**src/source/wb_pkg.sv**
```systemverilog
package wb_pkg;

   // bus widths.
   localparam int ADR_W = 32;
   localparam int DAT_W = 32;
   localparam int SEL_W = 4;

   // byte lanes per data word.
   localparam int LANE_W = DAT_W / SEL_W;

   typedef logic [ADR_W-1:0] adr_t;
   typedef logic [DAT_W-1:0] dat_t;
   typedef logic [SEL_W-1:0] sel_t;

endpackage

```
**src/source/map_pkg.sv**
```systemverilog
package map_pkg;

   // two address bits above BASE pick the target.
   typedef logic [1:0] tgt_t;

   localparam tgt_t TGT_RAM0 = 2'd0;
   localparam tgt_t TGT_RAM1 = 2'd1;
   localparam tgt_t TGT_REGS = 2'd2;
   localparam tgt_t TGT_NONE = 2'd3;  // no slave, decoder answers.

   // word offsets inside the register block.
   localparam logic [1:0] REG_ID      = 2'd0;
   localparam logic [1:0] REG_SCRATCH = 2'd1;
   localparam logic [1:0] REG_WRCNT   = 2'd2;

   localparam wb_pkg::dat_t REGS_ID       = 32'h5742_4d31;
   localparam wb_pkg::dat_t UNMAPPED_DATA = 32'hbad0_cafe;

endpackage

```
**src/source/if_wb.sv**
```systemverilog
interface if_wb;
   import wb_pkg::*;

   logic cyc;
   logic stb;
   logic we;
   adr_t adr;
   sel_t sel;
   dat_t dat_m;  // master to slave.
   dat_t dat_s;  // slave to master.
   logic ack;
   logic stall;

   modport master
     (output cyc, stb, we, adr, sel, dat_m,
      input  dat_s, ack, stall);

   modport slave
     (input  cyc, stb, we, adr, sel, dat_m,
      output dat_s, ack, stall);

endinterface

```
**src/source/wb_decoder.sv**
```systemverilog
module wb_decoder #(
   parameter int BASE = 28
) (
   input logic  clk_i,
   input logic  rst_i,
   if_wb.slave  mbus,
   if_wb.master p_ram0,
   if_wb.master p_ram1,
   if_wb.master p_regs
);
   import map_pkg::*;

   typedef enum logic {ST_IDLE, ST_LOCKED} state_t;

   state_t     state;
   state_t     state_next;
   tgt_t       active;
   tgt_t       active_next;
   tgt_t       tgt;
   logic [1:0] un_pend;
   logic       un_acc;
   logic       un_ack;

   // all but stb goes to every target.
   always_comb
   begin
      p_ram0.cyc   = mbus.cyc;
      p_ram1.cyc   = mbus.cyc;
      p_regs.cyc   = mbus.cyc;
      p_ram0.we    = mbus.we;
      p_ram1.we    = mbus.we;
      p_regs.we    = mbus.we;
      p_ram0.adr   = mbus.adr;
      p_ram1.adr   = mbus.adr;
      p_regs.adr   = mbus.adr;
      p_ram0.sel   = mbus.sel;
      p_ram1.sel   = mbus.sel;
      p_regs.sel   = mbus.sel;
      p_ram0.dat_m = mbus.dat_m;
      p_ram1.dat_m = mbus.dat_m;
      p_regs.dat_m = mbus.dat_m;
   end

   always_ff @(posedge clk_i or posedge rst_i)
   begin
      if (rst_i)
      begin
         state  <= ST_IDLE;
         active <= TGT_RAM0;
      end
      else
      begin
         state  <= state_next;
         active <= active_next;
      end
   end

   // lock onto the first target of a bus cycle.
   always_comb
   begin
      state_next  = state;
      active_next = active;
      case (state)
         ST_IDLE:
            if (mbus.cyc)
            begin
               state_next  = ST_LOCKED;
               active_next = mbus.adr[BASE+1:BASE];
            end
         ST_LOCKED:
            if (!mbus.cyc)
               state_next = ST_IDLE;
         default:
            state_next = ST_IDLE;
      endcase
   end

   assign tgt = (state == ST_LOCKED) ? active : mbus.adr[BASE+1:BASE];

   // unmapped region never stalls.
   assign un_acc = mbus.cyc && mbus.stb && (tgt == TGT_NONE);
   assign un_ack = (un_pend != 2'd0);

   always_ff @(posedge clk_i or posedge rst_i)
   begin
      if (rst_i)
         un_pend <= 2'd0;
      else if (!mbus.cyc)
         un_pend <= 2'd0;  // cycle over, drop leftovers.
      else if (un_acc && !un_ack)
         un_pend <= un_pend + 2'd1;
      else if (!un_acc && un_ack)
         un_pend <= un_pend - 2'd1;
   end

   always_comb
   begin
      p_ram0.stb = 1'b0;
      p_ram1.stb = 1'b0;
      p_regs.stb = 1'b0;
      mbus.dat_s = '0;
      mbus.ack   = 1'b0;
      mbus.stall = 1'b0;
      case (tgt)
         TGT_RAM0:
         begin
            p_ram0.stb = mbus.stb;
            mbus.dat_s = p_ram0.dat_s;
            mbus.ack   = p_ram0.ack;
            mbus.stall = p_ram0.stall;
         end
         TGT_RAM1:
         begin
            p_ram1.stb = mbus.stb;
            mbus.dat_s = p_ram1.dat_s;
            mbus.ack   = p_ram1.ack;
            mbus.stall = p_ram1.stall;
         end
         TGT_REGS:
         begin
            p_regs.stb = mbus.stb;
            mbus.dat_s = p_regs.dat_s;
            mbus.ack   = p_regs.ack;
            mbus.stall = p_regs.stall;
         end
         TGT_NONE:
         begin
            mbus.dat_s = UNMAPPED_DATA;
            mbus.ack   = un_ack;
         end
      endcase
   end

endmodule

```
**src/source/wb_ram.sv**
```systemverilog
module wb_ram #(
   parameter int RAM_AW = 6,
   parameter int WAIT   = 0
) (
   input logic clk_i,
   input logic rst_i,
   if_wb.slave bus
);
   import wb_pkg::*;

   localparam int CW = (WAIT > 0) ? $clog2(WAIT + 1) : 1;

   typedef logic [RAM_AW-1:0] word_adr_t;

   dat_t          mem [2**RAM_AW];
   word_adr_t     idx;
   logic          acc;
   logic          busy;
   logic [CW-1:0] wcnt;
   logic          ack_q;
   dat_t          dat_q;

   assign idx  = bus.adr[RAM_AW+1:2];  // word index above byte offset.
   assign busy = (wcnt != '0);
   assign acc  = bus.cyc && bus.stb && !busy;

   assign bus.stall = busy;
   assign bus.ack   = ack_q;
   assign bus.dat_s = dat_q;

   // wait counter, loaded on each accepted strobe.
   always_ff @(posedge clk_i or posedge rst_i)
   begin
      if (rst_i)
      begin
         wcnt  <= '0;
         ack_q <= 1'b0;
      end
      else
      begin
         if (acc)
            wcnt <= CW'(WAIT);
         else if (busy)
            wcnt <= wcnt - 1'b1;

         if (WAIT == 0)
            ack_q <= acc;  // fully pipelined.
         else
            ack_q <= (wcnt == CW'(1));
      end
   end

   // byte writes under sel.
   always_ff @(posedge clk_i)
   begin
      if (acc)
      begin
         if (bus.we)
         begin
            for (int i = 0; i < SEL_W; i++)
               if (bus.sel[i])
                  mem[idx][LANE_W*i +: LANE_W] <= bus.dat_m[LANE_W*i +: LANE_W];
            dat_q <= '0;
         end
         else
         begin
            dat_q <= mem[idx];  // held until the ack.
         end
      end
   end

endmodule

```
**src/source/wb_regs.sv**
```systemverilog
module wb_regs (
   input logic clk_i,
   input logic rst_i,
   if_wb.slave bus
);
   import wb_pkg::*;
   import map_pkg::*;

   logic [1:0] ofs;
   logic       acc;
   dat_t       scratch;
   dat_t       wrcnt;
   dat_t       rd_data;
   logic       ack_q;
   dat_t       dat_q;

   assign ofs = bus.adr[3:2];
   assign acc = bus.cyc && bus.stb;  // never stalls.

   assign bus.stall = 1'b0;
   assign bus.ack   = ack_q;
   assign bus.dat_s = dat_q;

   always_comb
   begin
      case (ofs)
         REG_ID:      rd_data = REGS_ID;
         REG_SCRATCH: rd_data = scratch;
         REG_WRCNT:   rd_data = wrcnt;
         default:     rd_data = '0;
      endcase
   end

   always_ff @(posedge clk_i or posedge rst_i)
   begin
      if (rst_i)
      begin
         scratch <= '0;
         wrcnt   <= '0;
         ack_q   <= 1'b0;
      end
      else
      begin
         ack_q <= acc;
         // only scratch takes writes.
         if (acc && bus.we && (ofs == REG_SCRATCH))
         begin
            for (int i = 0; i < SEL_W; i++)
               if (bus.sel[i])
                  scratch[LANE_W*i +: LANE_W] <= bus.dat_m[LANE_W*i +: LANE_W];
            wrcnt <= wrcnt + 1'b1;
         end
      end
   end

   always_ff @(posedge clk_i)
   begin
      if (acc)
         dat_q <= bus.we ? dat_t'(0) : rd_data;
   end

endmodule

```
**src/source/wb_fabric.sv**
```systemverilog
module wb_fabric #(
   parameter int BASE   = 28,
   parameter int RAM_AW = 6
) (
   input  logic         clk_i,
   input  logic         rst_i,
   input  logic         cyc_i,
   input  logic         stb_i,
   input  logic         we_i,
   input  wb_pkg::adr_t adr_i,
   input  wb_pkg::sel_t sel_i,
   input  wb_pkg::dat_t dat_i,
   output wb_pkg::dat_t dat_o,
   output logic         ack_o,
   output logic         stall_o
);

   if_wb mbus ();
   if_wb b_ram0 ();
   if_wb b_ram1 ();
   if_wb b_regs ();

   // external master onto the internal bus.
   assign mbus.cyc   = cyc_i;
   assign mbus.stb   = stb_i;
   assign mbus.we    = we_i;
   assign mbus.adr   = adr_i;
   assign mbus.sel   = sel_i;
   assign mbus.dat_m = dat_i;

   assign dat_o   = mbus.dat_s;
   assign ack_o   = mbus.ack;
   assign stall_o = mbus.stall;

   wb_decoder #(
      .BASE (BASE)
   ) dec0 (
      .clk_i  (clk_i),
      .rst_i  (rst_i),
      .mbus   (mbus.slave),
      .p_ram0 (b_ram0.master),
      .p_ram1 (b_ram1.master),
      .p_regs (b_regs.master)
   );

   // zero wait.
   wb_ram #(
      .RAM_AW (RAM_AW),
      .WAIT   (0)
   ) ram0 (
      .clk_i (clk_i),
      .rst_i (rst_i),
      .bus   (b_ram0.slave)
   );

   // two wait states, one transfer at a time.
   wb_ram #(
      .RAM_AW (RAM_AW),
      .WAIT   (2)
   ) ram1 (
      .clk_i (clk_i),
      .rst_i (rst_i),
      .bus   (b_ram1.slave)
   );

   wb_regs regs0 (
      .clk_i (clk_i),
      .rst_i (rst_i),
      .bus   (b_regs.slave)
   );

endmodule

```
**config.mk**
```make
export PLATFORM = sky130hd
export DESIGN_NAME = wb_fabric
export DESIGN_NICKNAME = d
export VERILOG_FILES = /design/src/source/wb_pkg.sv /design/src/source/map_pkg.sv /design/src/source/if_wb.sv /design/src/source/wb_decoder.sv /design/src/source/wb_ram.sv /design/src/source/wb_regs.sv /design/src/source/wb_fabric.sv
export SDC_FILE = /design/constraint.sdc
export NUM_CORES = 2
export LEC_CHECK = 0
export BUFFER_PORTS_ARGS = -buffer_cell sky130_fd_sc_hd__buf_2
export CAP_MARGIN = 5
export CORE_ASPECT_RATIO = 1.4
export CORE_UTILIZATION = 45
export DETAILED_ROUTE_END_ITERATION = 7
export PLACE_DENSITY = 0.68
export SLEW_MARGIN = 10
export SYNTH_ARGS = -nofsm -noshare
export SYNTH_HDL_FRONTEND = slang
export SYNTH_SLANG_ARGS = --single-unit
export TNS_END_PERCENT = 1
```
**constraint.sdc**
```tcl
create_clock -name clk_i -period 8.25 [get_ports clk_i]
set_input_delay 1.2375 -clock clk_i [delete_from_list [all_inputs] [get_ports clk_i]]
set_output_delay 1.2375 -clock clk_i [all_outputs]
set_load 0.02 [all_outputs]
```
Word level (Yosys, flattened, before mapping)
Memories as Yosys holds them, arrays and structs flattened. A register that Yosys moved wholly into a read port is not among the register bits. Cells that the tools add are included.

Flip-flop bits (word level): 107. Memory bits (writable): 4096. Input port bits: 73. Word-level logic and storage cells: 94. Memories: 2.

Add/subtract/negate cells: 5. Eq/ne operators: 7. Muxes and demuxes: 40. Bitwise gates (word level): 1. Reduce and logical (&&, ||, !) cells: 25.

Memory list: ram0.mem (depth 64, bits a word 32, rd ports 1, clocked after memory_dff 1, wr ports 1, RTL line wb_ram.sv:15) `dat_t mem [2**RAM_AW];`; ram1.mem (depth 64, bits a word 32, rd ports 1, clocked after memory_dff 1, wr ports 1, RTL line wb_ram.sv:15).

Operators with widths (count): one-hot mux 32 bit (4 select lines) (1); one-hot mux 32 bit (3 select lines) (1); adder 32 x 1 -> 32 bit (second input constant) (1); two-way mux 1 bit (30); two-way mux 2 bit (6); logical AND 1 bit (11); AND reduction 2 bit (5); == test 2 x 1 -> 1 bit (second input constant) (3); == test 2 bit (second input constant) (3); nonzero test 2 bit (3); logical NOT 1 bit (4); logical NOT 2 bit (2); one-hot mux 1 bit (4 select lines) (1); subtractor 2 x 1 -> 2 bit (second input constant) (2); != test 3 x 1 -> 1 bit (second input constant) (1); adder 2 x 1 -> 2 bit (second input constant) (1); one-hot mux 1 bit (2 select lines) (1); inverter 1 bit (1); subtractor 1 bit (second input constant) (1).

Longest topological paths before layout
Word-level depth: 8. Depth in mapped cells: 12. Mapped depth without buffers: 6.

By module
From an unflattened synthesis, not the netlist that was laid out.

Cell total of the unflattened synthesis: 9966. Area, all modules: 166850.0 sq um.

By module, submodules not included: wb_ram (ram1) (instances 1, cells an instance 4677, area an instance 81406.8 sq um, seq. area each 62535.0 sq um); wb_ram (ram0) (instances 1, cells an instance 4601, area an instance 78708.0 sq um, seq. area each 62484.9 sq um); wb_regs (instances 1, cells an instance 331, area an instance 4120.2 sq um, seq. area each 2587.5 sq um); wb_decoder (instances 1, cells an instance 357, area an instance 2615.0 sq um, seq. area each 125.1 sq um).

Least setup slack after synthesis
No wires, ideal clock.

Path type: in2reg. From: input adr_i[28]. To: register ram0.dat_q[0] (netlist: ram0.bus.dat_s[0]) (read register of ram0.mem) (enable). Library setup time: 0.463 ns. Arrival time: 4.046 ns. Slack: 3.741 ns. Cell stages on the path: 3. Path buffers: 1. Cells stage by stage: mux2_2 > clkbuf_1 > nor3_1.

Word-level cells in the longest chain between the ends: 5.

RTL lines: start, declared (RTL line wb_fabric.sv:10) `input wb_pkg::adr_t adr_i,`; two-way mux 2 bit (RTL line wb_decoder.sv:78) `assign tgt = (state == ST_LOCKED) ? active : mbus.adr[BASE+1:BASE];`; logical NOT 2 bit (RTL line wb_decoder.sv:104) `case (tgt)`; two-way mux 1 bit (RTL line wb_decoder.sv:104); logical AND 1 bit (2 in series) (RTL line wb_ram.sv:25) `assign acc = bus.cyc && bus.stb && !busy;`; net ram0.acc (RTL line wb_ram.sv:17) `logic acc;`; end, declared (RTL line wb_ram.sv:21) `dat_t dat_q;`.

The timed path passes the listed nets, and every way through them passes these cells. A chain may end at the register's enable or synchronous reset.

Final worst setup path
From: register dec0.state. To: output dat_o[20].

Word-level cells in the longest chain between the ends: 3.

RTL lines: start, declared (RTL line wb_decoder.sv:15) `state_t state;`; start signal, assigned (RTL line wb_decoder.sv:53) `state <= state_next;`; two-way mux 2 bit * (RTL line wb_decoder.sv:78); == test 2 bit (tied with other cells) (RTL line wb_decoder.sv:104); one-hot mux 32 bit (4 select lines) * (RTL line wb_decoder.sv:104); end, declared (RTL line wb_fabric.sv:13) `output wb_pkg::dat_t dat_o,`.

Mark *: on every way between the ends. The rest lies on a longest branch, timed or not.

==> flow_summary.ini <==
[detailed_routing]
via_count = 81997
wirelength_um = 463000
wl_per_cell_um = 35.5
drtIter0Drc = 11561
drc = 0
ant_nets = 0
vias_per_cell = 6.29
dr.pass1.iters = 7

[layout]
drive_gt1_frac = 0.251
nFillCells = 28111
multi_input_area_sq_um = 35200
final-seq-area_sq_um = 128000
fin_cells = 13041
fin_nets = 7891
area_growth_pct = 11.0
fin_area_sq_um = 183000

[synth]
synth_top_family_by_area = multiplexers
synth.most_common_cell = edfxtp_1
synthSimpleGateAreaFrac = 0.0253
synth_compound_area_frac = 0.0193
synth_top_area_share = 0.764
synthArstFlopShare = 0.0173
synth_fa_ha_area_frac = 0.000228
yosys_most_used_dff = edfxtp_1
yosys_warnings = 0
synth_enable_flop_cells = 4192
syn_inst = 7618
netlist_top_cells_count = 4192 x edfxtp_1, 1068 x mux4_2, 632 x nor2_1
synth.avg_cell_area_sq_um = 21.6
netlist_top_cells_area = edfxtp_1 76%, mux4_2 15%, nor2_1 1.4%
synth.area.mux_share = 0.165
netlist_area_sq_um = 165000
synth_top_cell_by_area = edfxtp_1
ys_ff_latch = 4266
synth.distinct_cells = 62
yosys.area_share.xor_xnor = 0.00170
ys_seq_area_frac = 0.775
synth_nets = 7694

[place]
dp_cells = 12333
numPortBuffers = 82
pre_cts_ws_ns = 2.49
detailed_place_hpwl_um = 288000
routabilityCongestion = 0.889
placed_cell_area_sq_um = 171000

[sta]
fin_ws_ns = 2.93
worstMarginPinSlew_ns = 1.52
slew-limit-headroom = -0.0181
finalSetupViolations = 0
fmax_mhz = 188
setup_tns_ns = 0
fin_crit_sh = 0.645
rsz0062_at_grt = false
period_needed_ns = 5.32
fin_skew_ns = 0.0470
slew_violations = 9
hold_viol = 0

[clock_tree]
ctsResizeCount = 0
clk_pin_slew_ns = 0.07
worstSkewPairLatency_ns = 0.93
clk_path_buf_depth = 4
numClockSinks = 4266
postCtsSetupBuffers = 0
cts_hold_buf = 0
cts_root_buffer = clkbuf_16
cts_tree = done
htree_levels = 5
cts_inserted_buffers = 364

[grt]
grt_max_degree = 106
grt_pass1_vias = 81619
antenna_found_initial = 44
grt_use_total = 0.248
grt_pass1_wl_um = 640000
grt_overflow = 0

[critical_path]
crit_path_end_kind = output port
start_kind = register
r2r_end = ram1.mem[40][22]
crit_required_ns = 7.01
critPathArrivalTime_ns = 4.08
worstSetupPathType = register to output port
path_max_fanout = 19
crit_start = dec0.state
r2r_slack_ns = 3.98
rr_worst_depth = 7
timing.rr.start = dec0.state

[power_and_ir_drop]
max-vdd-ir-drop_mv = 0.186
power.leakage_nw = 56.2
power.total_mw = 43.6
cellPowerDensity_nw_per_um2 = 238

[floorplanning]
initial_core_util = 0.453
die_w_um = 514
die-area_sq_um = 369000
core_area_sq_um = 364000
ios = 107
dieHeight_um = 718
rows = 262

[worst_hold_path]
worstHoldPathType = register to register
min_path_cells = 1
min_to = regs0.wrcnt[31]
hp-start = regs0.wrcnt[31]

[run_status]
status = finished with violations
failed_checks = capacitance limit, slew limit

[flow_run]
maxCapViolations = 1
## critical path: stages (launching register included)
cell and delay (ns):
dfrtp_1 0.57, mux2_2 0.67, nand2_1 0.48, buf_4 0.37, nor2_1 0.07, a31oi_1 0.63
buf_2 0.34
## kinds of logic (layout without fill, tap and decap cells)
| group | count (synthesis) | in the layout |
|---|---|---|
| flip-flops | 4266 | 4266 |
| multiplexers | 1373 | 1373 |
| AND/OR/NAND/NOR | 1005 | 1005 |
| AO/OA/AOI/OAI | 502 | 502 |
| buffers and inverters | 437 | 922 |
| XOR/XNOR | 32 | 32 |
| adder cells (fa/ha/maj) | 3 | 3 |
| other | 0 | 54 |
## registers in the layout, indices dropped and copies added (netlist names)
register         count
regs0.scratch       32
ram1.bus.dat_s      32
ram1.wcnt            2
regs0.wrcnt         32
ram1.bus.ack         1
ram0.mem          2048
ram1.mem          2048
regs0.bus.dat_s     32
dec0.un_pend         2
ram0.bus.ack         1
regs0.bus.ack        1
ram0.bus.dat_s      32
dec0.state           1
dec0.active          2
## final cells by class
cell class,count,share of cell area
Timing Repair Buffer,258,0.0110
Clock inverter,209,0.0118
Tap cell,4884,0.0334
Clock buffer,445,0.0529
Inverter,10,0.000253
Sequential cell,4266,0.698
Antenna cell,54,0.000738
Multi-Input combinational cell,2915,0.192
## stage by stage
step	hold WS, ns	util
final	0.493	0.503
after global routing	0.514	0.502
after CTS	0.486	0.502
after detailed placement	0.473	0.470
after global placement	0.473	0.470
after floorplan	0.446	-
## where the power goes
group	switching, mW	internal [mW]	leakage (nW)
Sequential	0.0267	23.8	38.7
Combinational	1.54	0.741	11.7
Clock	7.79	9.66	5.79
Total	9.36	34.2	56.2
## layout by cell type, fill, tap and decap left out, types with 10 or more instances in the layout
| cell | n |
|---|---|
| nand2_2 | 54 |
| a22oi_1 | 115 |
| edfxtp_1 | 4192 |
| mux2i_1 | 210 |
| buf_2 | 45 |
| a22o_1 | 10 |
| o21ai_0 | 55 |
| mux4_2 | 1068 |
| nand4_1 | 12 |
| nor2_1 | 627 |
| or4_1 | 14 |
| dfrtp_1 | 74 |
| bufinv_16 | 41 |
| clkbuf_16 | 375 |
| nor2b_1 | 14 |
| nor3_1 | 15 |
| mux2_2 | 93 |
| nand2b_1 | 10 |
| a21oi_1 | 95 |
| buf_12 | 14 |
| buf_4 | 197 |
| xnor2_1 | 24 |
| diode_2 | 54 |
| nand2_1 | 163 |
| clkinv_2 | 69 |
| o22ai_1 | 172 |
| a31oi_1 | 23 |
| clkinv_1 | 69 |
| clkbuf_1 | 66 |
| nand3_1 | 23 |
| clkinvlp_4 | 12 |
## layer usage
metal  vias up  share of wire  track usage
met5         -        0.00022            0
li1      32171              -            -
met3       967           0.10       0.0561
met2      5138           0.49        0.403
met1     43707           0.34        0.305
met4        14          0.062        0.149
## how the worst max path moves through the flow
stage                        end
3_5_place_dp    ram1.mem[53][23]
4_1_cts                dat_o[23]
2_1_floorplan  ram0.bus.dat_s[0]
6_report               dat_o[20]
5_1_grt                dat_o[22]
3_3_place_gp    ram1.mem[48][27]
Note: power is estimated with default switching activity, not from simulation.
